## config.mk

```make
export PLATFORM = sky130hd
export DESIGN_NAME = lru_tracker
export DESIGN_NICKNAME = d
export VERILOG_FILES = /design/src/bus_pkg.sv /design/src/cache_pkg.sv /design/src/lru_tracker.sv
export SDC_FILE = /design/constraint.sdc
export NUM_CORES = 1
export LEC_CHECK = 0
export BUFFER_PORTS_ARGS = -buffer_cell sky130_fd_sc_hd__buf_2
export CAP_MARGIN = 15
export CELL_PAD_IN_SITES_DETAIL_PLACEMENT = 1
export CELL_PAD_IN_SITES_GLOBAL_PLACEMENT = 1
export CORE_MARGIN = 4
export CORE_UTILIZATION = 35
export CTS_CLUSTER_SIZE = 10
export DETAILED_ROUTE_END_ITERATION = 10
export HOLD_SLACK_MARGIN = 0.1
export PLACE_DENSITY = 0.85
export SLEW_MARGIN = 0
export SYNTH_ARGS = -nofsm -noshare
export SYNTH_HDL_FRONTEND = slang
export SYNTH_SLANG_ARGS = --single-unit
export TNS_END_PERCENT = 5
```

## constraint.sdc

```tcl
create_clock -name clk -period 6.4 [get_ports clk]
set_input_delay 1.6 -clock clk [delete_from_list [all_inputs] [get_ports clk]]
set_output_delay 1.6 -clock clk [all_outputs]
set_load 0.01 [all_outputs]
```

## src/bus_pkg.sv

```systemverilog
package bus_pkg;

    // cpu and memory data path
    localparam int WORD_BYTES = 8;
    localparam int WORD_BITS  = 8 * WORD_BYTES;
    localparam int ADDR_BITS  = 64;

    // memory bursts always move one full line
    localparam int BURST_LEN = 16;
    localparam int BEAT_BITS = $clog2(BURST_LEN);

    typedef logic [WORD_BITS-1:0]  word_t;
    typedef logic [WORD_BYTES-1:0] strobe_t;
    typedef logic [ADDR_BITS-1:0]  addr_t;

endpackage

```

## src/cache_pkg.sv

```systemverilog
package cache_pkg;

    import bus_pkg::*;

    // geometry
    localparam int WAYS           = 4;
    localparam int SETS           = 4;
    localparam int WORDS_PER_LINE = 16;
    localparam int WAY_BITS       = $clog2(WAYS);
    localparam int OFFSET_BITS    = $clog2(WORDS_PER_LINE);
    localparam int INDEX_BITS     = $clog2(SETS);
    localparam int BYTE_BITS      = $clog2(WORD_BYTES);
    localparam int TAG_BITS       = ADDR_BITS - INDEX_BITS - OFFSET_BITS - BYTE_BITS;

    // word address into line storage: set, way, word
    localparam int RAM_ADDR_BITS  = INDEX_BITS + WAY_BITS + OFFSET_BITS;

    typedef logic [WAY_BITS-1:0] way_t;
    typedef logic [WAY_BITS-1:0] age_t;
    typedef logic [TAG_BITS-1:0] tag_t;

    typedef struct packed {
        logic valid;
        logic dirty;
        tag_t tag;
    } meta_t;

    // one address word, seen raw or split into its cache fields
    typedef union packed {
        addr_t raw;
        struct packed {
            tag_t                   tag;
            logic [INDEX_BITS-1:0]  index;
            logic [OFFSET_BITS-1:0] offset;
            logic [BYTE_BITS-1:0]   byte_off;
        } fields;
    } cache_addr_u;

endpackage

```

## src/lru_tracker.sv

```systemverilog
`timescale 1ns/1ps

module lru_tracker
    import bus_pkg::*;
    import cache_pkg::*;
(
    input  logic            clk,
    input  logic            reset,
    input  addr_t           req_addr,
    input  logic [WAYS-1:0] way_valid,
    input  logic            touch,
    input  way_t            touch_way,
    output way_t            victim_way
);

    cache_addr_u addr_u;
    age_t        age [SETS][WAYS];
    age_t        eff_age [WAYS];

    assign addr_u.raw = req_addr;

    // an invalid way always looks oldest
    always_comb begin
        for (int w = 0; w < WAYS; w++) begin
            eff_age[w] = way_valid[w] ? age[addr_u.fields.index][w] : '1;
        end
    end

    // strict compare keeps the lowest index on a tie
    always_comb begin : pick_victim
        way_t best;
        best = '0;
        for (int w = 1; w < WAYS; w++) begin
            if (eff_age[w] > eff_age[best]) begin
                best = way_t'(w);
            end
        end
        victim_way = best;
    end

    always_ff @(posedge clk) begin
        if (reset) begin
            for (int s = 0; s < SETS; s++) begin
                for (int w = 0; w < WAYS; w++) begin
                    age[s][w] <= '1;
                end
            end
        end else if (touch) begin
            for (int w = 0; w < WAYS; w++) begin
                if (way_t'(w) == touch_way) begin
                    age[addr_u.fields.index][w] <= '0;
                end else if (way_valid[w] && eff_age[w] < eff_age[touch_way]) begin
                    // cannot wrap, it stays below the touched age
                    age[addr_u.fields.index][w] <= eff_age[w] + age_t'(1);
                end
            end
        end
    end

endmodule

```

======== Yosys cells after proc, flatten, opt, wreduce, memory -nomap -nowiden ========
Memories as Yosys holds them, arrays and structs flattened.
Index checks and enable logic that the tools add are counted.
storage, ports and cells
  register bits ........................... 0
  bits in writable memories ............... 32
  input port bits ......................... 73
  output and inout bits ................... 2
  logic and storage cells ................. 92
  memories ................................ 1
memories
  name  words  width  read ports  clocked after memory_dff  wr ports  RTL line           source
  age   4      8      1           0                         4         lru_tracker.sv:17  age_t age [SETS][WAYS];
cells by class
  $add $sub $neg .......................... 4
  order comparisons ....................... 10
  equality and inequality tests ........... 3
  multiplexer cells ....................... 61
  bitwise logic cells ..................... 7
  reductions and logical operators ........ 6
operators with widths
  cell                   number
  $mux W1                39
  $mux W2                17
  $bmux W2 S2            3
  $ge A3 B3 Y1 const B   3
  $not A2 Y3             3
  $add A2 B1 Y2 const B  4
  $lt A2 B2 Y1           4
  $mux W8                1
  $reduce_or A8 Y1       1
  $gt A2 B2 Y1           3
  $eq A2 B2 Y1 const A   2
  $logic_and A1 B1 Y1    4
  $mux W4                1
  $or A1 B1 Y1           4
  $eq A1 B2 Y1 const A   1
  $logic_not A2 Y1       1

======== Depth between registers and ports, before layout ========
An unclocked memory read counts as a cell.
  depth in word-level cells ............... 16
  gate-level depth with buffers ........... 19
  gate-level depth less buffers ........... 17

======== Worst setup path after synthesis ========
OpenSTA, ideal clock, no wires.
  path kind ............................... in2out
  start point ............................. input req_addr[7]
  end point ............................... output victim_way[0]
  arrival ................................. 4919 ps
  required time ........................... 4800 ps
  path slack .............................. -119 ps
  stages .................................. 17
  buffers on the path ..................... 2
  path through ............................ buf_2 -> mux4_2 -> nor2b_1 -> clkbuf_1 -> ha_1 -> o22ai_1 -> mux2i_1 -> ha_1 -> nor2b_1 -> o21ai_0 -> inv_1 -> a211o_1 -> o21ai_0 -> ha_1 -> nor2b_1 -> o21ai_0 -> o21ai_0
on the way
  word-level cells in the longest chain between the ends .. 16
  elaborated cells on any way between the ends .. 19
  classes of those cells .................. 3 x order compare; 13 x mux; 2 x bitwise; 1 x memory
ends and longest elaborated chain
  item                                         RTL line           source
  start, declared                              lru_tracker.sv:9   input addr_t req_addr,
  $mem_v2 Z4 W8 (*)                            n/a
  $mux W2                                      lru_tracker.sv:25  eff_age[w] = way_valid[w] ? age[addr_u.fields.index][w] : '1;
  $gt A2 B2 Y1                                 lru_tracker.sv:34  if (eff_age[w] > eff_age[best]) begin
  $mux W1                                      lru_tracker.sv:34
  $not A2 Y3 (implied by the code)             lru_tracker.sv:34
  $bmux W2 S2                                  lru_tracker.sv:34
  $mux W2 (implied by the code) (2 in series)  lru_tracker.sv:34
  $gt A2 B2 Y1                                 lru_tracker.sv:34
  $mux W2                                      lru_tracker.sv:34
  $not A2 Y3 (implied by the code)             lru_tracker.sv:34
  $bmux W2 S2                                  lru_tracker.sv:34
  $mux W2 (implied by the code) (2 in series)  lru_tracker.sv:34
  $gt A2 B2 Y1                                 lru_tracker.sv:34
  $mux W2 (*)                                  lru_tracker.sv:34
  end, declared                                lru_tracker.sv:13  output way_t victim_way
Every way passes the cells marked *; elsewhere a longest branch is shown, timed or not. The select of a mux whose other input is x is not followed.

======== Worst setup path in the final report ========
Same ends and word-level chain as after synthesis.

==> flow_results.org <==
** Power and ir drop
- Sequential share of power :: 54.1%
- Power Internal :: roughly 0.33 mW
- Switching power total :: between 0.1 and 0.15 mW
- Relative contribution of the clock network to total power :: between 30% and 40%
- Net switching is 24.0% of the power.
- Dividing total power by cell area gives a power density of between 150 and 200 nW/um2.
- Of the total power, combinational logic draws roughly 15%.
- The design draws between 0.4 and 0.5 mW.
- Static leakage :: 0.940 nW
- Peak ir drop on the vdd network :: around 0.067 mV

** GRT
- Most congested layer reported by global routing :: met2
- Global routing used 28.8% of the available met2 tracks.
- For met3 alone, demand over resource in global routing was about 2.6%.
- The first global-routing pass estimated ~9400 um of wire.
- GR Util met1 :: 19.5%
- Global routing used approximately 16% of the available tracks.
- Via count of the first global-routing pass :: approximately 1900
- For this run the aggregate overflow at the end of global routing stands at 0.
- Largest net degree at the start of global routing :: 19
- Antenna violations before repair :: 0

** Setup path
- Crit path buf inv count :: 5
- CP max FO :: 5
- STA classifies the critical path startpoint as an input port.
- The cell that appears most often on the critical path is o21ai_1.
- Endpoint required time on the critical path :: between 4 and 5 ns
- In this run the register-to-register setup slack is 3.03 ns.
- Slowest cell delay on critical path :: a little over 0.5 ns
- Worst setup path category :: in2out
- Reg-to-Reg Start :: age[2][3]
- STA classifies the critical path endpoint as an output pin.
- The largest individual stage delay along the critical path comes from the cell mux4_2.
- The worst register-to-register path ends at age[0][1].
- The number of cells on the worst reg-to-reg path is 10.
- Among cell families on the critical path, the largest total delay comes from multiplexers.
- Data arrival time of the critical path :: 4.69 ns
- Walking the worst path, the cells encountered are buf_12 > mux4_2 > nor2b_2 > buf_6 > ha_4 > o22ai_4 > mux2i_2 > ha_2 > nand2_1 > o21ai_1 > buf_4 > buf_4 > o21ai_2 > ha_1 > nor2b_1 > o21ai_1 > o21ai_1 > buf_2.

** Cells and area
- Final Util :: between 40% and 50%
- Top reg by flops :: age
- The area growth from synthesis to layout is 17.4%.
- Ant diodes :: 0
- Fillers :: about 700
- Fraction of final layout cells sized beyond drive strength 1 :: a little over a quarter
- Non-Filler Instances :: around 310
- The register with the most flip-flops in the layout has 32 of them.
- In the final layout, the registers with the most flip-flops are age (32).
- Area of all placed cells without fillers :: 2650 um2
- Final layout net count :: around 320

** Synthesis
- Count of cell types in the netlist :: 40
- When the netlist entered floorplanning its net count stood at slightly below 300.
- Among all flip-flop cells after synthesis, the most frequent one is edfxtp_1.
- Share of the yosys chip area belonging to registers :: 42.5%
- Area of the mapped netlist :: ~2300 um2
- Synth Area per Inst :: about 11 um2
- Among all cell types in the netlist, the one instantiated most often is edfxtp_1.
- Leading post-synthesis cells by cell area :: edfxtp_1, ha_1, a21o_1, mux4_2, nand2b_1
- Of the post-synthesis cell area, the dominant cell type holds between 40% and 50%.
- Total of warnings raised by yosys :: 0
- After synthesis the netlist holds a flip-flop and latch count of 32.
- The largest total area in the synthesized netlist belongs to edfxtp_1.
- Ranked by instance count, the synthesized netlist is headed by edfxtp_1, nand2_1, a21o_1, ha_1, nand2b_1.
- In the synthesized netlist the async set-or-reset flop fraction comes to 0%.
- Number of flops mapped to enable cells by yosys :: 32
- After technology mapping, the gate count stands at roughly 210.

** Place
- During placement, the flow inserted port buffers numbering 12.
- Half-perimeter wire length after detailed placement :: 4440 um
- The placed instances occupy a cell area of roughly 2500 um2.
- Once placement completed, the tool counted placed cells totaling roughly 310.
- At the end of routability-driven placement, the weighted congestion stood at between 0.8 and 0.9.

** Run
- Max Cap Viol :: 0

** CTS
- In this run the number of H-tree levels came out at 2.
- For this design, the CTS-stage hold fixing added 0 buffers.
- Clock tree synthesis found a total of 32 sinks.
- Clock latency at the later pin of the worst-skew pair :: around 0.28 ns
- TritonCTS built the clock tree.
- Buffers inserted during clock tree synthesis total 5.
- Clock-pin slew was measured on the worst setup and hold paths at ~0.050 ns.
- The tree is rooted in a clkbuf_8.
- Longest Clk Path Bufs :: 2

** Detailed routing
- Number of iterations in the first detailed-routing pass :: 4
- The detailed router finished its first iteration with between 80 and 90 violations.
- After detailed routing, the total wire length is about 6000 um.
- After detailed routing, the number of remaining DRC violations is 0.
- Using the TritonRoute via totals, the vias-per-cell ratio works out to approximately 5.7.
- Routed wirelength normalized by instance count :: between 15 and 20 um
- Once detail routing completed, the nets flagged for antenna violations numbered 0.
- Summing over every cut layer, the via total after detailed routing is between 1500 and 2000.

** Timing
- At the pin with the least slew margin, the transition time is ~1.0 ns.
- Setup repair after global routing could not meet its margin everywhere.
- Worst clock skew :: 0.00652 ns
- Setup violations remaining at the end of the flow were counted as 0.
- The smallest clock period supported by the final layout is computed as 6.29 ns.
- Dividing the final minimum period by the clock period gives approximately 100%.
- Top achievable clock speed :: about 0.16 GHz
- Count of final max-slew check failures :: 0
- Hold violation count in the final report :: 0
- The worst pin sits at a relative slew slack of ~31%.

** Hold path
- Startpoint of the tightest hold check path :: age[2][7]
- Path type of the worst min-delay path :: reg2reg
- Min-Delay Path Depth :: 4
- The worst hold path terminates at age[3][7].

** Floorplanning
- I/O pins :: 75
- For this configuration, the core starts out at a cell density of between 30% and 40%.
- DIE HEIGHT :: 88.4 um
- Horizontal die dimension :: ~88 um
- The initialized floorplan defines 29 standard-cell rows.
- Placeable core region :: about 6300 um2
- Die Area :: approximately 7800 um2

** Status
- The flow ran to the end, and the final reports show no timing, DRC or antenna violations.
through the flow:
stage                     hold slack [ns]  setup slack (ns)  setup TNS [ns]
after global placement              0.993           -0.0993          -0.172
after global routing                 1.08           -0.0744          -0.119
final                                1.05             0.106               0
after detailed placement             1.01            -0.173          -0.319
after CTS                            1.03            0.0227               0
after floorplan                     0.959            0.0433               0
per-layer routing:
layer / part of all wire, % / wire, um
met4: 2.5 / 147
met3: 4.4 / 258
met2: 50 / 2890
met1: 43 / 2540
met5: 0 / 0
power groups by stage:
stage	combinational, mW	clock (mW)	sequential [mW]
floorplan	0.0394	0	0.237
global placement	0.0557	0	0.237
detailed placement	0.0581	0	0.237
CTS	0.0602	0.137	0.233
global route	0.0686	0.148	0.233
finish	0.0629	0.135	0.233
worst max-delay path by stage:
stage                     start       endpoint  slack [ns]  cells after the start
global route        req_addr[7]  victim_way[0]       -0.07                     18
detailed placement  req_addr[7]  victim_way[0]       -0.17                     18
global placement    req_addr[7]  victim_way[0]        -0.1                     18
floorplan           req_addr[7]  victim_way[0]        0.04                     17
finish              req_addr[7]  victim_way[0]        0.11                     18
CTS                 req_addr[8]  victim_way[0]        0.02                     19
cells by family after synthesis:
| group | count (synthesis) | synth area share, % |
|---|---|---|
| xor gates and xnor gates | 1 | 0.388 |
| DFF | 32 | 42.5 |
| AOI/OAI and AO/OA | 52 | 16.7 |
| adders and majority gates | 11 | 6.09 |
| muxes | 14 | 10.1 |
| and+or+nand+nor | 81 | 19.8 |
| buffers and inverters | 22 | 4.43 |
worst register-to-register path, cell delays in order (launching register included):
cell	delay (ns)
edfxtp_1	0.38
mux4_2	0.47
nand2b_1	0.17
buf_4	0.16
inv_1	0.06
mux4_2	0.29
ha_1	0.26
or4_1	0.54
a21boi_0	0.22
a21oi_1	0.37
nand3_1	0.13
placed cells by master (no fill, tap or decap), types with 2 or more instances in the layout:
cell and instances:
nand2b_1 10, o211ai_1 2, a21boi_0 2, nand4_1 4, nor2b_1 8, nand2_1 18, o221a_2 2, edfxtp_1 32
nor2_1 4, o21ai_1 4, nor3_1 6, and2_1 3, or3_1 3, ha_1 8, o21ai_0 5, o221a_1 2
o22ai_1 4, mux2_2 4, clkbuf_8 5, inv_1 9, o311ai_0 2, or4_1 3, nand3b_1 8, mux2_4 4
mux4_2 5, buf_6 2, buf_2 10, buf_4 17, nand3_1 9, ha_2 2, a21o_1 16, a21oi_1 3
cell type report:
cell class              instances  area [um2]  area share (%)
repair buffers                 30         220            8.30
inverters                      10        37.5            1.42
flip-flops and latches         32         961            36.2
multi-input cells             159        1270            47.8
clock buffers                   5        68.8            2.59
well taps                      77        96.3            3.63
timing repair:
action                                  CTS  global route
buffers inserted                          1             1
endpoints found under the setup margin    2             2
pin swaps                                 5             9
resized for setup                        11            12
(Power assumes the default switching activity.)
