## config.mk

```make
export PLATFORM = sky130hd
export DESIGN_NAME = tag_array
export DESIGN_NICKNAME = d
export VERILOG_FILES = /design/src/bus_pkg.sv /design/src/cache_pkg.sv /design/src/tag_array.sv
export SDC_FILE = /design/constraint.sdc
export NUM_CORES = 1
export LEC_CHECK = 0
export BUFFER_PORTS_ARGS = -buffer_cell sky130_fd_sc_hd__buf_2
export CAP_MARGIN = 15
export CORE_MARGIN = 10
export CORE_UTILIZATION = 54
export CTS_BUF_LIST = sky130_fd_sc_hd__clkbuf_16
export CTS_CLUSTER_DIAMETER = 100
export DETAILED_ROUTE_END_ITERATION = 12
export MAX_ROUTING_LAYER = met4
export PLACE_DENSITY = 0.72
export SLEW_MARGIN = 10
export SYNTH_ARGS = -nofsm -noshare
export SYNTH_HDL_FRONTEND = slang
export SYNTH_SLANG_ARGS = --single-unit
export TNS_END_PERCENT = 100
```

## constraint.sdc

```tcl
create_clock -name clk -period 8.3 [get_ports clk]
set_input_delay 0.83 -clock clk [delete_from_list [all_inputs] [get_ports clk]]
set_output_delay 0.83 -clock clk [all_outputs]
set_load 0.01 [all_outputs]
```

## src/bus_pkg.sv

```systemverilog
package bus_pkg;

    // cpu and memory data path
    localparam int WORD_BYTES = 8;
    localparam int WORD_BITS  = 8 * WORD_BYTES;
    localparam int ADDR_BITS  = 64;

    // memory bursts always move one full line
    localparam int BURST_LEN = 16;
    localparam int BEAT_BITS = $clog2(BURST_LEN);

    typedef logic [WORD_BITS-1:0]  word_t;
    typedef logic [WORD_BYTES-1:0] strobe_t;
    typedef logic [ADDR_BITS-1:0]  addr_t;

endpackage

```

## src/cache_pkg.sv

```systemverilog
package cache_pkg;

    import bus_pkg::*;

    // geometry
    localparam int WAYS           = 4;
    localparam int SETS           = 4;
    localparam int WORDS_PER_LINE = 16;
    localparam int WAY_BITS       = $clog2(WAYS);
    localparam int OFFSET_BITS    = $clog2(WORDS_PER_LINE);
    localparam int INDEX_BITS     = $clog2(SETS);
    localparam int BYTE_BITS      = $clog2(WORD_BYTES);
    localparam int TAG_BITS       = ADDR_BITS - INDEX_BITS - OFFSET_BITS - BYTE_BITS;

    // word address into line storage: set, way, word
    localparam int RAM_ADDR_BITS  = INDEX_BITS + WAY_BITS + OFFSET_BITS;

    typedef logic [WAY_BITS-1:0] way_t;
    typedef logic [WAY_BITS-1:0] age_t;
    typedef logic [TAG_BITS-1:0] tag_t;

    typedef struct packed {
        logic valid;
        logic dirty;
        tag_t tag;
    } meta_t;

    // one address word, seen raw or split into its cache fields
    typedef union packed {
        addr_t raw;
        struct packed {
            tag_t                   tag;
            logic [INDEX_BITS-1:0]  index;
            logic [OFFSET_BITS-1:0] offset;
            logic [BYTE_BITS-1:0]   byte_off;
        } fields;
    } cache_addr_u;

endpackage

```

## src/tag_array.sv

```systemverilog
`timescale 1ns/1ps

module tag_array
    import bus_pkg::*;
    import cache_pkg::*;
(
    input  logic            clk,
    input  logic            reset,
    input  addr_t           req_addr,
    input  logic            meta_write,
    input  way_t            meta_way,
    input  logic            meta_dirty,
    output logic            hit,
    output way_t            hit_way,
    output logic [WAYS-1:0] way_valid,
    output logic            sel_dirty,
    output tag_t            sel_tag
);

    cache_addr_u addr_u;
    meta_t       meta [SETS][WAYS];
    meta_t       sel_meta;

    assign addr_u.raw = req_addr;

    // only valid bits are cleared, tags and dirty bits stay as they were
    always_ff @(posedge clk) begin
        if (reset) begin
            for (int s = 0; s < SETS; s++) begin
                for (int w = 0; w < WAYS; w++) begin
                    meta[s][w].valid <= 1'b0;
                end
            end
        end else if (meta_write) begin
            meta[addr_u.fields.index][meta_way] <= '{
                valid: 1'b1,
                dirty: meta_dirty,
                tag:   addr_u.fields.tag
            };
        end
    end

    always_comb begin
        for (int w = 0; w < WAYS; w++) begin
            way_valid[w] = meta[addr_u.fields.index][w].valid;
        end
    end

    // walk downwards so the lowest matching way is the one left standing
    always_comb begin
        hit     = 1'b0;
        hit_way = '0;
        for (int w = WAYS - 1; w >= 0; w--) begin
            if (way_valid[w] && meta[addr_u.fields.index][w].tag == addr_u.fields.tag) begin
                hit     = 1'b1;
                hit_way = way_t'(w);
            end
        end
    end

    // victim info for the way the controller works on
    assign sel_meta  = meta[addr_u.fields.index][meta_way];
    assign sel_dirty = sel_meta.valid && sel_meta.dirty;
    assign sel_tag   = sel_meta.tag;

endmodule

```

Word level (Yosys, flattened, before mapping). Memories as Yosys holds them, arrays and structs flattened. Cells that the tools add are included.

Order comparisons: 2. Equality and inequality tests: 4. Muxes and demuxes: 21. Bitwise operators: 1. Reduce and logical (&&, ||, !) cells: 7.

Operators by type and width (number): $mux W228 (3); $reduce_or A228 Y1 (1); $eq A55 B55 Y1 (4); $mux W57 (3); $bmux W57 S2 (1); $demux W57 S2 (1); $mux W2 (5); $mux W1 (8); $logic_and A1 B1 Y1 (6); $ge A3 B3 Y1 const B (1); $lt A3 B1 Y1 const B (1); $not A2 Y3 (1).

Bits in registers: 0. RAM bits: 912. Input bits: 70. Output and inout port bits: 63. Memories kept: 1.

Memories: meta (words 4, width 228, read ports 1, clocked after memory_dff 0, wr ports 4, RTL line tag_array.sv:21) `meta_t meta [SETS][WAYS];`.

Depth between registers and ports, before layout. Gate-level depths: netlist of run 1.

Word-level depth: 8. Depth in mapped cells: 14. Gate-level depth less buffers: 8.

Worst setup path after synthesis of run 1. OpenSTA, ideal clock, no wires.

Path type: input port to flip-flop. From: in req_addr[8]. To: mem meta[0][0] (netlist name), enable pin. Arrival: 6.081 ns. Data required time: 7.759 ns. Setup slack: 1.678 ns. Stages on the path: 9. Buffers on the path: 8. Path through: buf_2 buf_2 buf_4 buf_2 buf_2 buf_2 buf_2 buf_2 nor3_1.

RTL lines: start: declaration (RTL line tag_array.sv:9) `input addr_t req_addr,`; end: declaration (RTL line tag_array.sv:21).

Final worst setup path of run 1.
From: in req_addr[7]. To: out hit.

Longest elaborated chain between the ends: 7.

Ends and longest elaborated chain: $mem_v2 Z4 W228 *; $eq A55 B55 Y1 (RTL line tag_array.sv:54) `if (way_valid[w] && meta[addr_u.fields.index][w].tag == addr_u.fields.tag) begin`; $logic_and A1 B1 Y1 (RTL line tag_array.sv:54); $mux W1 (3 in a row) (RTL line tag_array.sv:54); $mux W1 * (RTL line tag_array.sv:54); end: declaration (RTL line tag_array.sv:13) `output logic hit,`.

Mark *: on every way between the ends. The rest lies on a longest branch, timed or not.

==> metrics.txt, run 1 <==
status=finished clean; min Tclk post-route=5.97 ns; overflow left after global routing=0; top cell type by total area after synthesis=edfxtp_1; PortBufs=125; first-pass GRT wire length=150 mm; initial antenna violation count=7; Routed Antenna Nets=0; max-cap check violation count=0; DRC Markers=0; Avg Synthesized Cell Area=20.4 sq um; Placed Instances=2,869; Final Cycle Share=0.719; Largest stage delay, worst path=0.82 ns; Total GRT Usage=0.263; HPWL after DPL=65.5 mm; Net count, final=2,096; setup TNS=0 ns; kind of critical path=in -> out; biggest fanout along the worst timing path=63; unrepaired setup endpoints after global routing=false; Regs by FF count=meta (912); Synth Flop Type=edfxtp_1; slew at the pin closest to its max-slew limit=1.09 ns; starting density of the core=0.544; crit end category=output port; Data required, critical path=7.47 ns; Num CTS Buffers=94; Setup Skew=0 ns; CTS H-Tree Depth=3; vias=19.9k; IO Pins=133; CTS hold repair buffers=0; WP data arrival=5.14 ns; synth unique cells=57; Async SR Flop Fraction=0; maximum VDD drop=0.175 mV; first-iteration detailed-routing DRC count=2,835; commonest non-fill, non-tap cell in the layout=edfxtp_1; CP Cell Sequence=buf_8 -> buf_4 -> mux4_2 -> xnor2_1 -> nor4_1 -> nand4_1 -> nor4_1 -> nand2b_1 -> or3_1 -> buf_2; via-per-instance ratio=6.53; crit path buf inv count=3; pre-CTS WS=2.32 ns; final hold violations=0; slew margin rel.=0.271; detailed-router iteration count before antenna repair=6; share of the synthesized area in the top cell type=0.706; Post-CTS Setup Inserts=0; Worst-Skew Late Latency=0.65 ns; FMAX=0.167 GHz; Net Sw Power=0.00226 W; CP Launch Type=primary input; CTS tree=built; Min Hold Slack=0.446 ns; Syn. warnings=0; Max clock buf depth=3; Leakage Power=14.0 nW; worst setup margin=2.33 ns; synth top area cells=edfxtp_1, mux4_2, xnor2_1; clock share of power=0.415; layout cell share with drive strength beyond 1=0.272; Biggest register=meta; most frequent cells in the layout=edfxtp_1, mux4_2, xnor2_1, buf_2, clkbuf_16; max reg flops=912; wire per inst=34.2 um; # clock sinks=912; PostCTS Resize Cnt=0; Final setup viols=0; Routed WL=104 mm; Pint=0.00782 W; worst hold path type=reg -> reg; Synth Cell Area=38,100 sq um; Site Rows=97; largest net degree at the start of global routing=84; P&R area growth vs syn=12.3%; Die Area=81,600 sq um; number of flops mapped to enable cells by yosys=896; placer congestion estimate=0.983; syn_nets=1,934; Comb power frac=0.076; Reg clk slew, reported paths=0.06 ns; core area=70,000 sq um; Sequential Power Share=0.508; family with the most delay on the worst path=simple AND/OR/NAND/NOR gates; register area share after synthesis=0.715; CP max-delay cell=nor4_1; CP dominant cell by count=nor4_1; clock root cell=clkbuf_16; Final Non-Filler Cells=3,049; cell area power density=236 nW/um^2; sw frac=0.224; vias in the first global route=19.8k; Die X=286 um; max-slew violations=0; Cells after Synth=1,864; Die H=286 um; FF+latch count, synth=912
metrics by stage:
step	util	area [sq um]	total power [W]
global placement	0.567	39700	0.00598
finish	0.611	42800	0.0101
detailed placement	0.567	39700	0.00599
floorplan	-	38100	0.00566
global route	0.611	42800	0.0104
CTS	0.611	42800	0.0101
power groups by stage:
stage | combinational (W) | sequential, W | clock (W)
3_3_place_gp | 0.000759 | 0.00522 | 0
5_1_grt | 0.000805 | 0.00513 | 0.00442
6_report | 0.000771 | 0.00513 | 0.00418
3_5_place_dp | 0.000768 | 0.00522 | 0
4_1_cts | 0.000771 | 0.00513 | 0.00423
2_1_floorplan | 0.000442 | 0.00522 | 0
cells by family (layout without fill, tap and decap cells):
group / after synthesis / count (layout) / synth area share
flip-flops: 912 / 912 / 0.715
AND/OR/NAND/NOR: 160 / 160 / 0.0220
buffers and inverters: 130 / 371 / 0.0208
XOR/XNOR: 178 / 178 / 0.0409
AO/OA/AOI/OAI: 124 / 124 / 0.0235
other: 0 / 4 / 0
multiplexers: 360 / 360 / 0.178
Yosys cell counts, types with 5 or more instances:
| master | number |
|---|---|
| nand2_1 | 37 |
| buf_2 | 24 |
| clkbuf_1 | 32 |
| a2bb2oi_1 | 6 |
| o221ai_1 | 5 |
| a22o_1 | 5 |
| nand4_1 | 25 |
| xor2_1 | 43 |
| o2111ai_1 | 5 |
| mux4_1 | 18 |
| a221oi_1 | 7 |
| buf_6 | 25 |
| inv_1 | 27 |
| o21ai_0 | 17 |
| mux2_2 | 17 |
| mux2i_1 | 96 |
| a21o_1 | 16 |
| dfxtp_1 | 16 |
| xnor2_1 | 135 |
| a2111oi_0 | 5 |
| mux4_2 | 229 |
| edfxtp_1 | 896 |
| a21oi_1 | 14 |
| nor2_1 | 32 |
| a31oi_1 | 6 |
| nor3_1 | 11 |
| buf_1 | 8 |
| o22ai_1 | 14 |
| nand3_1 | 7 |
| nor4_1 | 23 |
path summary, 6_finish.rpt:
kind | start | slack [ns] | to | cells past startpoint
max | req_addr[7] | 2.33 | hit | 10
min | meta[2][56]$_DFF_P_ | 0.45 | meta[2][56]$_DFF_P_ | 1
max reg2reg | meta[3][113]$_DFF_P_ | 7.73 | meta[3][113]$_DFF_P_ | 1
min reg2reg | meta[2][56]$_DFF_P_ | 0.45 | meta[2][56]$_DFF_P_ | 1
cell type report:
cell class | count | area (sq um)
clock buffers | 97 | 2430
flip-flops and latches | 912 | 27200
repair buffers | 165 | 1010
inverters | 31 | 118
well taps | 940 | 1180
clock inverters | 78 | 627
fillers | 4951 | 27200
diodes | 4 | 10.0
multi-input cells | 822 | 10200
routing by layer:
metal / vias up / part of all wire / global-route usage
met5: - / 0 / -
met4: 0 / 0.026 / 0.0661
met3: 152 / 0.094 / 0.0542
met2: 1054 / 0.48 / 0.403
met1: 10589 / 0.40 / 0.362
li1: 8102 / - / -
Power figures use the tool's default switching activity.
==> run 2: changes to the inputs <==
--- a/config.mk
+++ b/config.mk
@@ -13,7 +13,7 @@
 export CTS_CLUSTER_DIAMETER = 100
 export DETAILED_ROUTE_END_ITERATION = 12
 export MAX_ROUTING_LAYER = met4
-export PLACE_DENSITY = 0.72
+export PLACE_DENSITY = 0.75
 export SLEW_MARGIN = 10
 export SYNTH_ARGS = -nofsm -noshare
 export SYNTH_HDL_FRONTEND = slang
==> constraint.sdc (replaced) <==
create_clock -name clk -period 5.2 [get_ports clk]
set_input_delay 0.52 -clock clk [delete_from_list [all_inputs] [get_ports clk]]
set_output_delay 0.52 -clock clk [all_outputs]
set_load 0.01 [all_outputs]
==> metrics.txt, run 2 (synthesized netlist as in run 1, its figures left out) <==
status=finished clean (unchanged); maximum VDD drop=0.199 mV (was 0.175 mV); Post-CTS Setup Inserts=0 (unchanged); max-cap check violation count=0 (unchanged); commonest non-fill, non-tap cell in the layout=edfxtp_1 (unchanged); Die Area=81,600 sq um (unchanged); final hold violations=0 (unchanged); max-slew violations=0 (unchanged); Reg clk slew, reported paths=0.06 ns (about the same); CTS tree=built (unchanged); clock root cell=clkbuf_16 (unchanged); CTS H-Tree Depth=3 (unchanged); WP data arrival=4.35 ns (was 5.14 ns); Routed Antenna Nets=0 (unchanged); crit end category=output port (unchanged); Final Instance Area=43,000 sq um (was 42,800 sq um); overflow left after global routing=0 (unchanged); Regs by FF count=meta (912) (unchanged); slew margin rel.=0.365 (was 0.271); initial antenna violation count=9 (was 7); DRC Markers=0 (unchanged); starting density of the core=0.544 (unchanged); Biggest register=meta (unchanged); Placed Area=40,100 sq um (was 39,700 sq um); biggest fanout along the worst timing path=33 (was 63); PortBufs=125 (unchanged); worst hold path type=in -> reg (was reg -> reg); vias=20.2k (was 19.9k); Setup Skew=0 ns (unchanged); Site Rows=97 (unchanged); CP Cell Sequence=buf_8 -> buf_4 -> mux4_1 -> xor2_1 -> nor4_1 -> nand4_1 -> nor4_1 -> buf_4 -> nand2b_1 -> or3_1 -> buf_2 (was buf_8 -> buf_4 -> mux4_2 -> xnor2_1 -> nor4_1 -> nand4_1 -> nor4_1 -> nand2b_1 -> or3_1 -> buf_2); largest net degree at the start of global routing=58 (was 84); Largest stage delay, worst path=0.68 ns (was 0.82 ns); P&R area growth vs syn=12.8% (was 12.3%); first-pass GRT wire length=151 mm (was 150 mm); # clock sinks=912 (unchanged); Total GRT Usage=0.266 (was 0.263); Worst-Skew Late Latency=0.65 ns (about the same); Final Cycle Share=0.937; detailed-router iteration count before antenna repair=6 (unchanged); IO Pins=133 (unchanged); crit path buf inv count=4 (was 3); Die X=286 um (unchanged); family with the most delay on the worst path=simple AND/OR/NAND/NOR gates (unchanged); Leakage Power=14.1 nW (was 14.0 nW); PostCTS Resize Cnt=0 (unchanged); most frequent cells in the layout=edfxtp_1, mux4_2, xnor2_1, buf_2, mux2i_1 (was edfxtp_1, mux4_2, xnor2_1, buf_2, clkbuf_16); Final setup viols=0 (unchanged); min Tclk post-route=4.87 ns; cell area power density=366 nW/um^2 (was 236 nW/um^2); placer congestion estimate=0.977 (was 0.983); first-iteration detailed-routing DRC count=2,919 (was 2,835); layout cell share with drive strength beyond 1=0.279 (was 0.272); Data required, critical path=4.68 ns (was 7.47 ns); HPWL after DPL=66.4 mm (was 65.5 mm); Net count, final=2,128 (was 2,096); wire per inst=34.2 um (about the same); Final Non-Filler Cells=3,079 (was 3,049); max reg flops=912 (unchanged); Max clock buf depth=3 (unchanged); unrepaired setup endpoints after global routing=false (unchanged); Num CTS Buffers=89 (was 94); Pwr Total=0.0157 W (was 0.0101 W); setup TNS=0 ns (unchanged); Die H=286 um (unchanged); CP Launch Type=primary input (unchanged); Placed Instances=2,907 (was 2,869); CTS hold repair buffers=0 (unchanged); Routed WL=105 mm (was 104 mm); kind of critical path=in -> out (unchanged); vias in the first global route=20.2k (was 19.8k); core area=70,000 sq um (unchanged); slew at the pin closest to its max-slew limit=0.952 ns (was 1.09 ns); FMAX=0.205 GHz; CP max-delay cell=mux4_1 (was nor4_1); via-per-instance ratio=6.57 (was 6.53); fillers=4,833 (was 4,951)
==> run 2: changes by cell type in the layout (fill, tap and decap cells not counted), sizes merged <==
cell / previous run / this run
buf: 165 / 202
bufinv: 10 / 7
clkbuf: 97 / 91
clkinv: 44 / 48
diode: 4 / 10
inv: 54 / 46
==> run 2: power by group <==
| part | switching, W | internal [W] | leakage [nW] |
|---|---|---|---|
| Sequential | 0.0000221 | 0.00816 | 8.20 |
| Clock | 0.00275 | 0.00353 | 1.45 |
| Combinational | 0.000797 | 0.000469 | 4.45 |
==> run 2: final timing paths <==
kind,from,endpoint,slack (ns),cells after the start
min,meta_dirty,meta[0][112]$_DFFE_PP_,0.27,1
max,req_addr[7],hit,0.33,11
min reg2reg,meta[2][227]$_DFF_P_,meta[2][227]$_DFF_P_,0.45,1
max reg2reg,meta[1][113]$_DFF_P_,meta[1][113]$_DFF_P_,4.62,1
==> run 2: layout make-up <==
| class | count | area [sq um] | share of cell area |
|---|---|---|---|
| antenna | 10 | 25.0 | 0.000582 |
| clock inverter | 71 | 538 | 0.0125 |
| multi-input combinational | 822 | 10200 | 0.237 |
| sequential | 912 | 27200 | 0.633 |
| inverter | 31 | 118 | 0.00274 |
| clock buffer | 91 | 2280 | 0.0530 |
| tap | 940 | 1180 | 0.0274 |
| timing repair buffer | 202 | 1440 | 0.0335 |
==> run 2: through the flow <==
| stage | hold WS, ns | setup slack, ns | utilization |
|---|---|---|---|
| after floorplan | 0.421 | -1.11 | - |
| after global placement | 0.428 | 0.440 | 0.573 |
| after detailed placement | 0.434 | 0.459 | 0.573 |
| after CTS | 0.236 | 0.426 | 0.614 |
| after global routing | 0.258 | 0.190 | 0.614 |
| final | 0.267 | 0.329 | 0.614 |
==> run 2: metal layers <==
layer  share of wire  vias up  global-route usage
met5               0        -                   -
met4           0.030        0              0.0858
met3           0.094      154              0.0469
met2            0.49     1148               0.417
met1            0.38    10808               0.353
li1                -     8131                   -
