[config.mk]
export PLATFORM = sky130hd
export DESIGN_NAME = cache_ctrl
export DESIGN_NICKNAME = d
export VERILOG_FILES = /design/src/bus_pkg.sv /design/src/cache_pkg.sv /design/src/cache_ctrl.sv
export SDC_FILE = /design/constraint.sdc
export NUM_CORES = 1
export LEC_CHECK = 0
export BUFFER_PORTS_ARGS = -buffer_cell sky130_fd_sc_hd__buf_2
export CAP_MARGIN = 20
export CORE_AREA = 2 2 236 238
export CTS_BUF_LIST = sky130_fd_sc_hd__clkbuf_4
export DETAILED_ROUTE_END_ITERATION = 8
export DIE_AREA = 0 0 238 240
export GPL_TIMING_DRIVEN = 0
export SETUP_SLACK_MARGIN = 0.5
export SLEW_MARGIN = 40
export SYNTH_ARGS = -nofsm -noshare
export SYNTH_HDL_FRONTEND = slang
export SYNTH_SLANG_ARGS = --single-unit
[constraint.sdc]
create_clock -name clk -period 4.3 [get_ports clk]
set_input_delay 0 -clock clk [delete_from_list [all_inputs] [get_ports clk]]
set_output_delay 0 -clock clk [all_outputs]
set_load 0.005 [all_outputs]
[src/bus_pkg.sv]
package bus_pkg;

    // cpu and memory data path
    localparam int WORD_BYTES = 8;
    localparam int WORD_BITS  = 8 * WORD_BYTES;
    localparam int ADDR_BITS  = 64;

    // memory bursts always move one full line
    localparam int BURST_LEN = 16;
    localparam int BEAT_BITS = $clog2(BURST_LEN);

    typedef logic [WORD_BITS-1:0]  word_t;
    typedef logic [WORD_BYTES-1:0] strobe_t;
    typedef logic [ADDR_BITS-1:0]  addr_t;

endpackage

[src/cache_pkg.sv]
package cache_pkg;

    import bus_pkg::*;

    // geometry
    localparam int WAYS           = 4;
    localparam int SETS           = 4;
    localparam int WORDS_PER_LINE = 16;
    localparam int WAY_BITS       = $clog2(WAYS);
    localparam int OFFSET_BITS    = $clog2(WORDS_PER_LINE);
    localparam int INDEX_BITS     = $clog2(SETS);
    localparam int BYTE_BITS      = $clog2(WORD_BYTES);
    localparam int TAG_BITS       = ADDR_BITS - INDEX_BITS - OFFSET_BITS - BYTE_BITS;

    // word address into line storage: set, way, word
    localparam int RAM_ADDR_BITS  = INDEX_BITS + WAY_BITS + OFFSET_BITS;

    typedef logic [WAY_BITS-1:0] way_t;
    typedef logic [WAY_BITS-1:0] age_t;
    typedef logic [TAG_BITS-1:0] tag_t;

    typedef struct packed {
        logic valid;
        logic dirty;
        tag_t tag;
    } meta_t;

    // one address word, seen raw or split into its cache fields
    typedef union packed {
        addr_t raw;
        struct packed {
            tag_t                   tag;
            logic [INDEX_BITS-1:0]  index;
            logic [OFFSET_BITS-1:0] offset;
            logic [BYTE_BITS-1:0]   byte_off;
        } fields;
    } cache_addr_u;

endpackage

[src/cache_ctrl.sv]
`timescale 1ns/1ps

module cache_ctrl
    import bus_pkg::*;
    import cache_pkg::*;
(
    input  logic                     clk,
    input  logic                     reset,
    input  logic                     req_valid,
    input  addr_t                    req_addr,
    input  word_t                    req_wdata,
    input  strobe_t                  req_strobe,
    input  logic                     hit,
    input  way_t                     hit_way,
    input  way_t                     victim_way,
    input  logic                     sel_dirty,
    input  tag_t                     sel_tag,
    input  logic                     mem_ready,
    input  logic                     mem_last,
    input  word_t                    mem_rdata,
    input  word_t                    ram_rdata,
    output logic                     resp_data_ok,
    output word_t                    resp_data,
    output logic                     mem_valid,
    output logic                     mem_write,
    output addr_t                    mem_addr,
    output word_t                    mem_wdata,
    output logic                     meta_write,
    output way_t                     meta_way,
    output logic                     meta_dirty,
    output logic                     touch,
    output way_t                     touch_way,
    output logic                     ram_en,
    output logic [RAM_ADDR_BITS-1:0] ram_addr,
    output strobe_t                  ram_strobe,
    output word_t                    ram_wdata
);

    typedef enum logic [1:0] {
        IDLE,
        COMPARE,
        WRITEBACK,
        ALLOCATE
    } state_t;

    state_t                 state;
    state_t                 state_nxt;
    logic [BEAT_BITS-1:0]   beat;
    logic [OFFSET_BITS-1:0] ram_word;
    way_t                   work_way;
    logic                   last_beat;
    cache_addr_u            req_u;
    cache_addr_u            line_u;

    assign req_u.raw = req_addr;
    assign last_beat = mem_ready && mem_last;

    // once the new tag is written the hit lookup points at the refilled way
    assign work_way = hit ? hit_way : victim_way;

    always_comb begin
        state_nxt = state;
        case (state)
            IDLE: begin
                if (req_valid) begin
                    state_nxt = COMPARE;
                end
            end
            COMPARE: begin
                if (hit) begin
                    state_nxt = IDLE;
                end else if (sel_dirty) begin
                    state_nxt = WRITEBACK;
                end else begin
                    state_nxt = ALLOCATE;
                end
            end
            WRITEBACK: begin
                if (last_beat) begin
                    state_nxt = ALLOCATE;
                end
            end
            ALLOCATE: begin
                if (last_beat) begin
                    state_nxt = COMPARE;
                end
            end
            default: state_nxt = IDLE;
        endcase
    end

    always_ff @(posedge clk) begin
        if (reset) begin
            state <= IDLE;
            beat  <= '0;
        end else begin
            state <= state_nxt;
            if (mem_valid && mem_ready) begin
                beat <= mem_last ? '0 : beat + 1'b1;
            end
        end
    end

    // cpu response
    assign resp_data_ok = (state == COMPARE) && hit;
    assign resp_data    = ram_rdata;
    assign touch        = resp_data_ok;
    assign touch_way    = hit_way;

    // dirty on a write hit, clean with the new tag before a refill
    assign meta_write = ((state == COMPARE) && hit && |req_strobe)
                      || ((state == COMPARE) && !hit && !sel_dirty)
                      || ((state == WRITEBACK) && last_beat);
    assign meta_way   = work_way;
    assign meta_dirty = (state == COMPARE) && hit;

    // line storage
    assign ram_word   = (state == COMPARE) ? req_u.fields.offset : beat;
    assign ram_addr   = {req_u.fields.index, work_way, ram_word};
    assign ram_en     = ((state == COMPARE) && hit) || ((state == ALLOCATE) && mem_ready);
    assign ram_strobe = (state == ALLOCATE) ? '1 : req_strobe;
    assign ram_wdata  = (state == ALLOCATE) ? mem_rdata : req_wdata;

    // line base address, old tag when writing back
    always_comb begin
        line_u.fields.tag      = (state == WRITEBACK) ? sel_tag : req_u.fields.tag;
        line_u.fields.index    = req_u.fields.index;
        line_u.fields.offset   = '0;
        line_u.fields.byte_off = '0;
    end

    assign mem_valid = (state == WRITEBACK) || (state == ALLOCATE);
    assign mem_write = (state == WRITEBACK);
    assign mem_addr  = line_u.raw;
    assign mem_wdata = ram_rdata;

endmodule

# Word level (Yosys, flattened, before mapping)
# Cells that the tools add are included.
totals:
  output_inout_bits: 283
  n_memories: 0
  register_bits: 6
  input_bits: 330
  romBits: 0
  latchBits: 0
  word_cells: 38
  mem_bits_rw: 0
classes:
  n_mux: 12
  div: 0
  mul: 0
  n_addsub: 1
  n_eq_ne: 6
  shift: 0
  n_reduce_logical: 17
  bitwise: 0
  magnitude_cmp: 0
op_table:
  columns: ["operator", "n"]
  rows:
  - ["64-bit two-way mux", 1]
  - ["55-bit two-way mux", 1]
  - ["2-bit two-way mux", 5]
  - ["1-bit logical AND", 8]
  - ["4-bit two-way mux", 2]
  - ["8-bit two-way mux", 1]
  - ["2-bit one-hot mux with 4 select lines", 1]
  - ["8-bit OR reduction", 1]
  - ["4-bit by 1-bit adder with 4-bit output, second input constant", 1]
  - ["2-bit equality test, second input constant", 2]
  - ["1-bit logical OR", 4]
  - ["2-bit inequality test, second input constant", 2]
  - ["3-bit AND reduction", 1]
  - ["2-bit by 1-bit equality test with 1-bit output, second input constant", 1]
  - ["1-bit zero test", 2]
  - ["2-bit zero test", 1]
  - ["2-bit by 1-bit inequality test with 1-bit output, second input constant", 1]
  - ["1-bit two-way mux", 1]

# Longest topological paths before layout
# Gate-level depths: netlist of the first run.
depth:
  word_depth: 5
  depth_mapped: 7
  ltp_nobuf: 5

# Least setup slack after synthesis of the first run
# Ideal clock, no wire load.
synth_timing:
  path_type: "reg2reg"
  startpoint: "register state[0]"
  endpoint: "register state[0]"
  stages_incl_launch_ff: 8
  setup_time_ns: 0.130
  period_less_slack_ns: 1.562
  n_path_buf: 2
  slack_ns: 2.738
  t_arrival_ns: 1.432
  required_ns: 4.170
  cell_sequence: "dfxtp_1 inv_1 ha_1 buf_4 buf_2 a2bb2oi_1 a2111oi_0 nor3_1"
synth_via:
  elab_chain_cells: 3
  elab_cells_between_ends: 9
  cone_classes: "eq/ne (6); mux (1); reduce/logical (2)"
synth_rtl:
  columns: ["item", "line", "text"]
  rows:
  - ["start: declaration", "cache_ctrl.sv:46", "state_t state;"]
  - ["start signal: assignment", "cache_ctrl.sv:97", "state <= state_nxt;"]
  - ["2-bit equality test *", null, null]
  - ["net mem_write", "cache_ctrl.sv:25", "output logic mem_write,"]
  - ["2-bit by 1-bit inequality test with 1-bit output (no line)", null, null]
  - ["3-bit AND reduction (no line)", null, null]
# The timed path passes the listed nets; every way through them passes the cells marked *.
# A chain may end at the register's enable or synchronous reset.

# Worst setup path in the final report of the first run
layout_timing:
  startpoint: "register state[0]"
  endpoint: "output port ram_wdata[53]"
layout_via:
  elab_chain_cells: 2
layout_rtl:
  columns: ["item", "line", "text"]
  rows:
  - ["2-bit equality test", "cache_ctrl.sv:122", "assign ram_wdata = (state == ALLOCATE) ? mem_rdata : req_wdata;"]
  - ["64-bit two-way mux", "cache_ctrl.sv:122", null]
  - ["end: declaration", "cache_ctrl.sv:36", "output word_t ram_wdata"]
# No other way between the ends.

==> results of run 1 <==
[worst paths after layout]
path / from / to / slack [ns] / cells past startpoint
min: reset / beat[0]$_SDFFE_PP0P_ / 0.02 / 2
max: state[0]$_SDFFE_PP0P_ / ram_wdata[53] / 1.97 / 6
min reg2reg: beat[3]$_SDFFE_PP0P_ / beat[3]$_SDFFE_PP0P_ / 0.49 / 2
max reg2reg: state[0]$_SDFFE_PP0P_ / state[0]$_SDFFE_PP0P_ / 2.46 / 7
[power groups by stage]
| stage | Clock [mW] | Combinational, mW | Sequential, mW |
|---|---|---|---|
| floorplan | 0 | 0.239 | 0.0606 |
| detailed placement | 0 | 0.530 | 0.0612 |
| global placement | 0 | 0.526 | 0.0612 |
| CTS | 0.0649 | 0.532 | 0.0601 |
| finish | 0.0598 | 0.525 | 0.0601 |
| global route | 0.0662 | 0.570 | 0.0603 |
[cell families after synthesis]
logic type	after synthesis	share of synthesized area, %
AND/OR/NAND/NOR	27	5.48
buffers and inverters	165	38.7
flip-flops	6	3.93
AO/OA/AOI/OAI	18	3.68
adder cells (fa/ha/maj)	5	2.04
multiplexers	125	46.0
other	1	0.123
[registers in the layout, indices dropped and copies added, names as in the netlist]
| register | cells |
|---|---|
| state | 2 |
| beat | 4 |
[routing by layer]
layer  GRT usage, %  vias up  part of all wire [%]
met5              0        -                  0.20
met4           5.44        6                   7.6
met3           1.39       56                   9.4
met2           11.3      362                    50
met1           5.86     1914                    33
li1               -     2145                     -
[metrics by stage]
step,hold WS [ns],instance area (µm²),util (%)
after floorplan,0.0691,3080,-
final,0.0209,6700,12.3
after global placement,0.166,6640,12.1
after global routing,0.00901,6700,12.2
after detailed placement,0.166,6640,12.1
after CTS,0.00956,6660,12.2
[worst register-to-register path, stage by stage (launching register included)]
cell,delay (ns)
dfxtp_1,0.39
inv_1,0.08
ha_1,0.21
buf_4,0.19
buf_2,0.24
a2bb2oi_1,0.19
a2111oi_0,0.31
nor3_1,0.09
[cells in the mapped netlist, types with 3 or more instances]
master	n
dfxtp_1	6
o21ai_0	5
buf_2	14
buf_4	146
or2_2	9
mux2_2	125
ha_1	5
a21oi_1	6
inv_1	3
[area by class of cell]
cell class / count / area, µm²
timing repair buffer: 535 / 2680
multi-input combinational: 182 / 1780
tap: 704 / 881
sequential: 6 / 120
clock buffer: 3 / 22.5
inverter: 3 / 11.3
antenna: 16 / 40.0
fill: 6346 / 48000
buffer: 162 / 1170
==> metrics.yaml, run 1 <==
cpLargestDelayFamily: "buffers and inverters"
die_x_um: 238
yosys.area.top_type_share_pct: 46.0
finalPower_mw: 0.644
avgSynthCellArea_um2: 8.82
clkPwrFrac_pct: 9.3
die_area_um2: 57100
rsz0062_at_grt: "false"
maxSlewViolCount: 0
yosysWarnings: 0
wire_per_inst_um: 12.7
syn_to_final_growth_pct: 119
drive_above_1_share_pct: 93.6
arrival_ns: 2.33
fp.dieH_um: 240
layout_common_cells: "buf_2 (549), buf_4 (146), mux2_2 (125)"
via_per_inst: 2.78
drv_cap: 0
setup_viol: 0
final_cells: 1611
finClkSkew_ns: 0.0126
cp-end-kind: "output pin"
layout.nets: 1228
gp_congestion: 0.910
wl_um: 20500
initial_core_util_pct: 5.60
max_freq_mhz: 430
path_max_fanout: 10
place_ws_ns: 2.18
synth-seq-cells: 6
synth-edff-count: 0
antenna_found_initial: 23
power.switching_mw: 0.218
synth-async-reset-ratio_pct: 0
overflow: 0
p_seq_share_pct: 9.3
hold_class: "in2reg"
drt_pass1_iterations: 4
netlist_instances: 347
leakagePower_nw: 3.59
outcome: "finished clean"
post-route-period-util_pct: 54.1
ys_types: 31
synth.largest_area_cell: "mux2_2"
synth_area_leaders: "mux2_2 (46%), buf_4 (36%), dfxtp_1 (3.9%)"
switching_share_pct: 33.8
postCtsHoldBufs: 0
cts.sinks: 6
power_density_nw_per_um2: 96.1
tritoncts: "done"
required_ns: 4.30
port_buffers: 535
placed_cells: 1592
rows: 86
clk_latency_ns: 0.26
core_um2: 54700
dpl.hpwl_um: 18900
crit_path_frequent_cell: "buf_2"
layout_min_cycle_time_ns: 2.33
ir_drop_v: 0.0000271
cp_num_buf_inv: 4
final_common_cell: "buf_2"
start_kind: "register"
grt_pass1_vias: 4044
syn_area_um2: 3060
cts_max_level: 1
cp_cell_sequence: "ha_1 -> buf_2 -> buf_2 -> buf_2 -> mux2_2 -> buf_2"
hold_violations: 0
grt_max_degree: 11
pin_count: 613
layout_setup_ws_ns: 1.97
cts_resized: 0
critical_path_class: "reg2out"
cp_slowest_cell: "dfxtp_1"
cpPeakStageDelay_ns: 0.39
cts_setup_buffers: 0
p_comb_share_pct: 81.4
yosysSeqAreaShare_pct: 3.93
synth-main-ff-cell: "dfxtp_1"
clkTransAtPathRegs_ns: 0.07
root_buffer: "clkbuf_4"
postRouteAntennaNets: 0
p_int_mw: 0.426
vias: 4483
cts-buffers-inserted: 3
grt_first_pass_wirelength_um: 24800
clk_path_buf_depth: 2
grtUsageTotal_pct: 6.18
drt_iter0_drc: 74
fin_tns_setup_ns: 0
drc_errors: 0
(Power assumes the default switching activity.)
==> inputs of run 2 (changes only) <==
Settings changed: CORE_AREA 2 2 236 238 to 2 2 237 239, DIE_AREA 0 0 238 240 to 0 0 239 241.
Clock period 4.3 ns to 2.3 ns, I/O delays scaled along.
==> run 2 against run 1 <==
Worst setup slack lost 1.4 ns. Global-route usage grew 0.26 points. First-iteration DRC count grew 82%. Combinational power grew 92%. Sequential cell count is the same. Die area grew 0.84%. Utilization grew 0.34 points. Sequential power grew 88%. Clock-buffer cell count is the same. Critical path type unchanged. Largest power group unchanged.
==> metrics.yaml, run 2 (synthesized netlist as in run 1, its figures left out) <==
outcome: "finished clean"
maxSlewViolCount: 0
max_freq_mhz: 578
finClkSkew_ns: 0.0132
layout_common_cells: "buf_2 (536), buf_4 (155), mux2_2 (125)"
power_density_nw_per_um2: 180
grt_first_pass_wirelength_um: 26000
setup_viol: 0
fp.dieH_um: 241
via_per_inst: 2.81
regMostFlops: "beat"
dpl.hpwl_um: 19900
cts-buffers-inserted: 3
layout.nets: 1235
antenna_found_initial: 21
hold_class: "in2reg"
drt_pass1_iterations: 4
final_common_cell: "buf_2"
grtUsageTotal_pct: 6.44
clk_path_buf_depth: 2
clkTransAtPathRegs_ns: 0.07
root_buffer: "clkbuf_4"
ff2ff_setup_slack_ns: 0.64
wire_per_inst_um: 13.5
drive_above_1_share_pct: 94.2
die_area_um2: 57600
pin_count: 613
critical_path_class: "reg2out"
clk_latency_ns: 0.27
hold_violations: 0
tightest_slew_ns: 0.566
largestRegisters: "beat (4), state (2)"
placed_cells: 1592
start_kind: "register"
initial_core_util_pct: 5.57
drv_cap: 0
syn_to_final_growth_pct: 126
leakagePower_nw: 3.66
wl_um: 21700
gp_congestion: 0.920
overflow: 0
tritoncts: "done"
cp-end-kind: "output pin"
core_um2: 54900
rows: 86
post-route-period-util_pct: 75.2
grt_max_degree: 11
path_max_fanout: 10
required_ns: 2.30
ir_drop_v: 0.000138
fin_util_pct: 12.6
die_x_um: 239
largest_register_ffs: 4
grt_pass1_vias: 4067
max-slew-margin-rel_pct: 62.2
cts.sinks: 6
drt_iter0_drc: 135
arrival_ns: 1.73
layout_min_cycle_time_ns: 1.73
fin_tns_setup_ns: 0
hold_ws_ns: 0.0893
cts_max_level: 1
drc_errors: 0
final_cells: 1611
vias: 4526
postRouteAntennaNets: 0
port_buffers: 535
rsz0062_at_grt: "true"
## run 2: changes by cell type in the layout (fill, tap and decap cells not counted), moves of 3 or more
cell     before  now
buf_6         0    3
buf_8         0    3
diode_2      16    9
buf_4       146  155
buf_2       549  536
## run 2: through the flow
step / instance area (µm²) / setup slack [ns] / total power, mW
2_1_floorplan: 3080 / 0.738 / 0.560
6_report: 6910 / 0.570 / 1.24
4_1_cts: 6870 / 0.499 / 1.28
5_1_grt: 6910 / 0.465 / 1.35
3_3_place_gp: 6640 / 0.0616 / 1.11
3_5_place_dp: 6640 / 0.0824 / 1.11
## run 2: final timing paths
check / startpoint / to / depth (start not counted)
max: state[0]$_SDFFE_PP0P_ / mem_addr[36] / 6
min: req_valid / state[1]$_SDFFE_PP0P_ / 4
max reg2reg: state[0]$_SDFFE_PP0P_ / state[0]$_SDFFE_PP0P_ / 7
min reg2reg: beat[3]$_SDFFE_PP0P_ / beat[3]$_SDFFE_PP0P_ / 2
## run 2: layout make-up
type	count	area (µm²)
diodes	9	22.5
plain buffers	162	1290
clock buffers	3	22.5
fillers	6372	48000
inverters	3	11.3
multi-input cells	182	1790
flip-flops and latches	6	125
well taps	704	881
repair buffers	542	2770
## run 2: per-layer routing
layer | vias to the layer above | routed length [µm] | global-route usage [%]
li1 | 2156 | - | -
met3 | 48 | 1630 | 0.892
met1 | 1951 | 7210 | 6.30
met5 | - | 16 | 0
met2 | 369 | 11800 | 13.1
met4 | 2 | 1090 | 3.13
## run 2: repair_timing
item | in CTS | in global routing
gates resized for setup | 36 | 5
gates cloned | 2 | 0
hold buffers | 1 | 0
buffers inserted | 4 | 0
endpoints found under the hold margin | 1 | 0
endpoints found under the setup margin | 134 | 51
pin swaps | 0 | 0
## run 2: power breakdown
group	internal (mW)	total, mW	switching (mW)	leakage (nW)
Combinational	0.647	1.01	0.363	3.59
Clock	0.0603	0.118	0.0582	0.0139
Sequential	0.108	0.113	0.00528	0.0497
## run 2: critical path: stages, from the launching register on
cell     delay, ns
dfxtp_2       0.34
inv_1         0.08
ha_1          0.16
buf_4         0.17
buf_4         0.21
mux2_2        0.34
buf_2         0.15
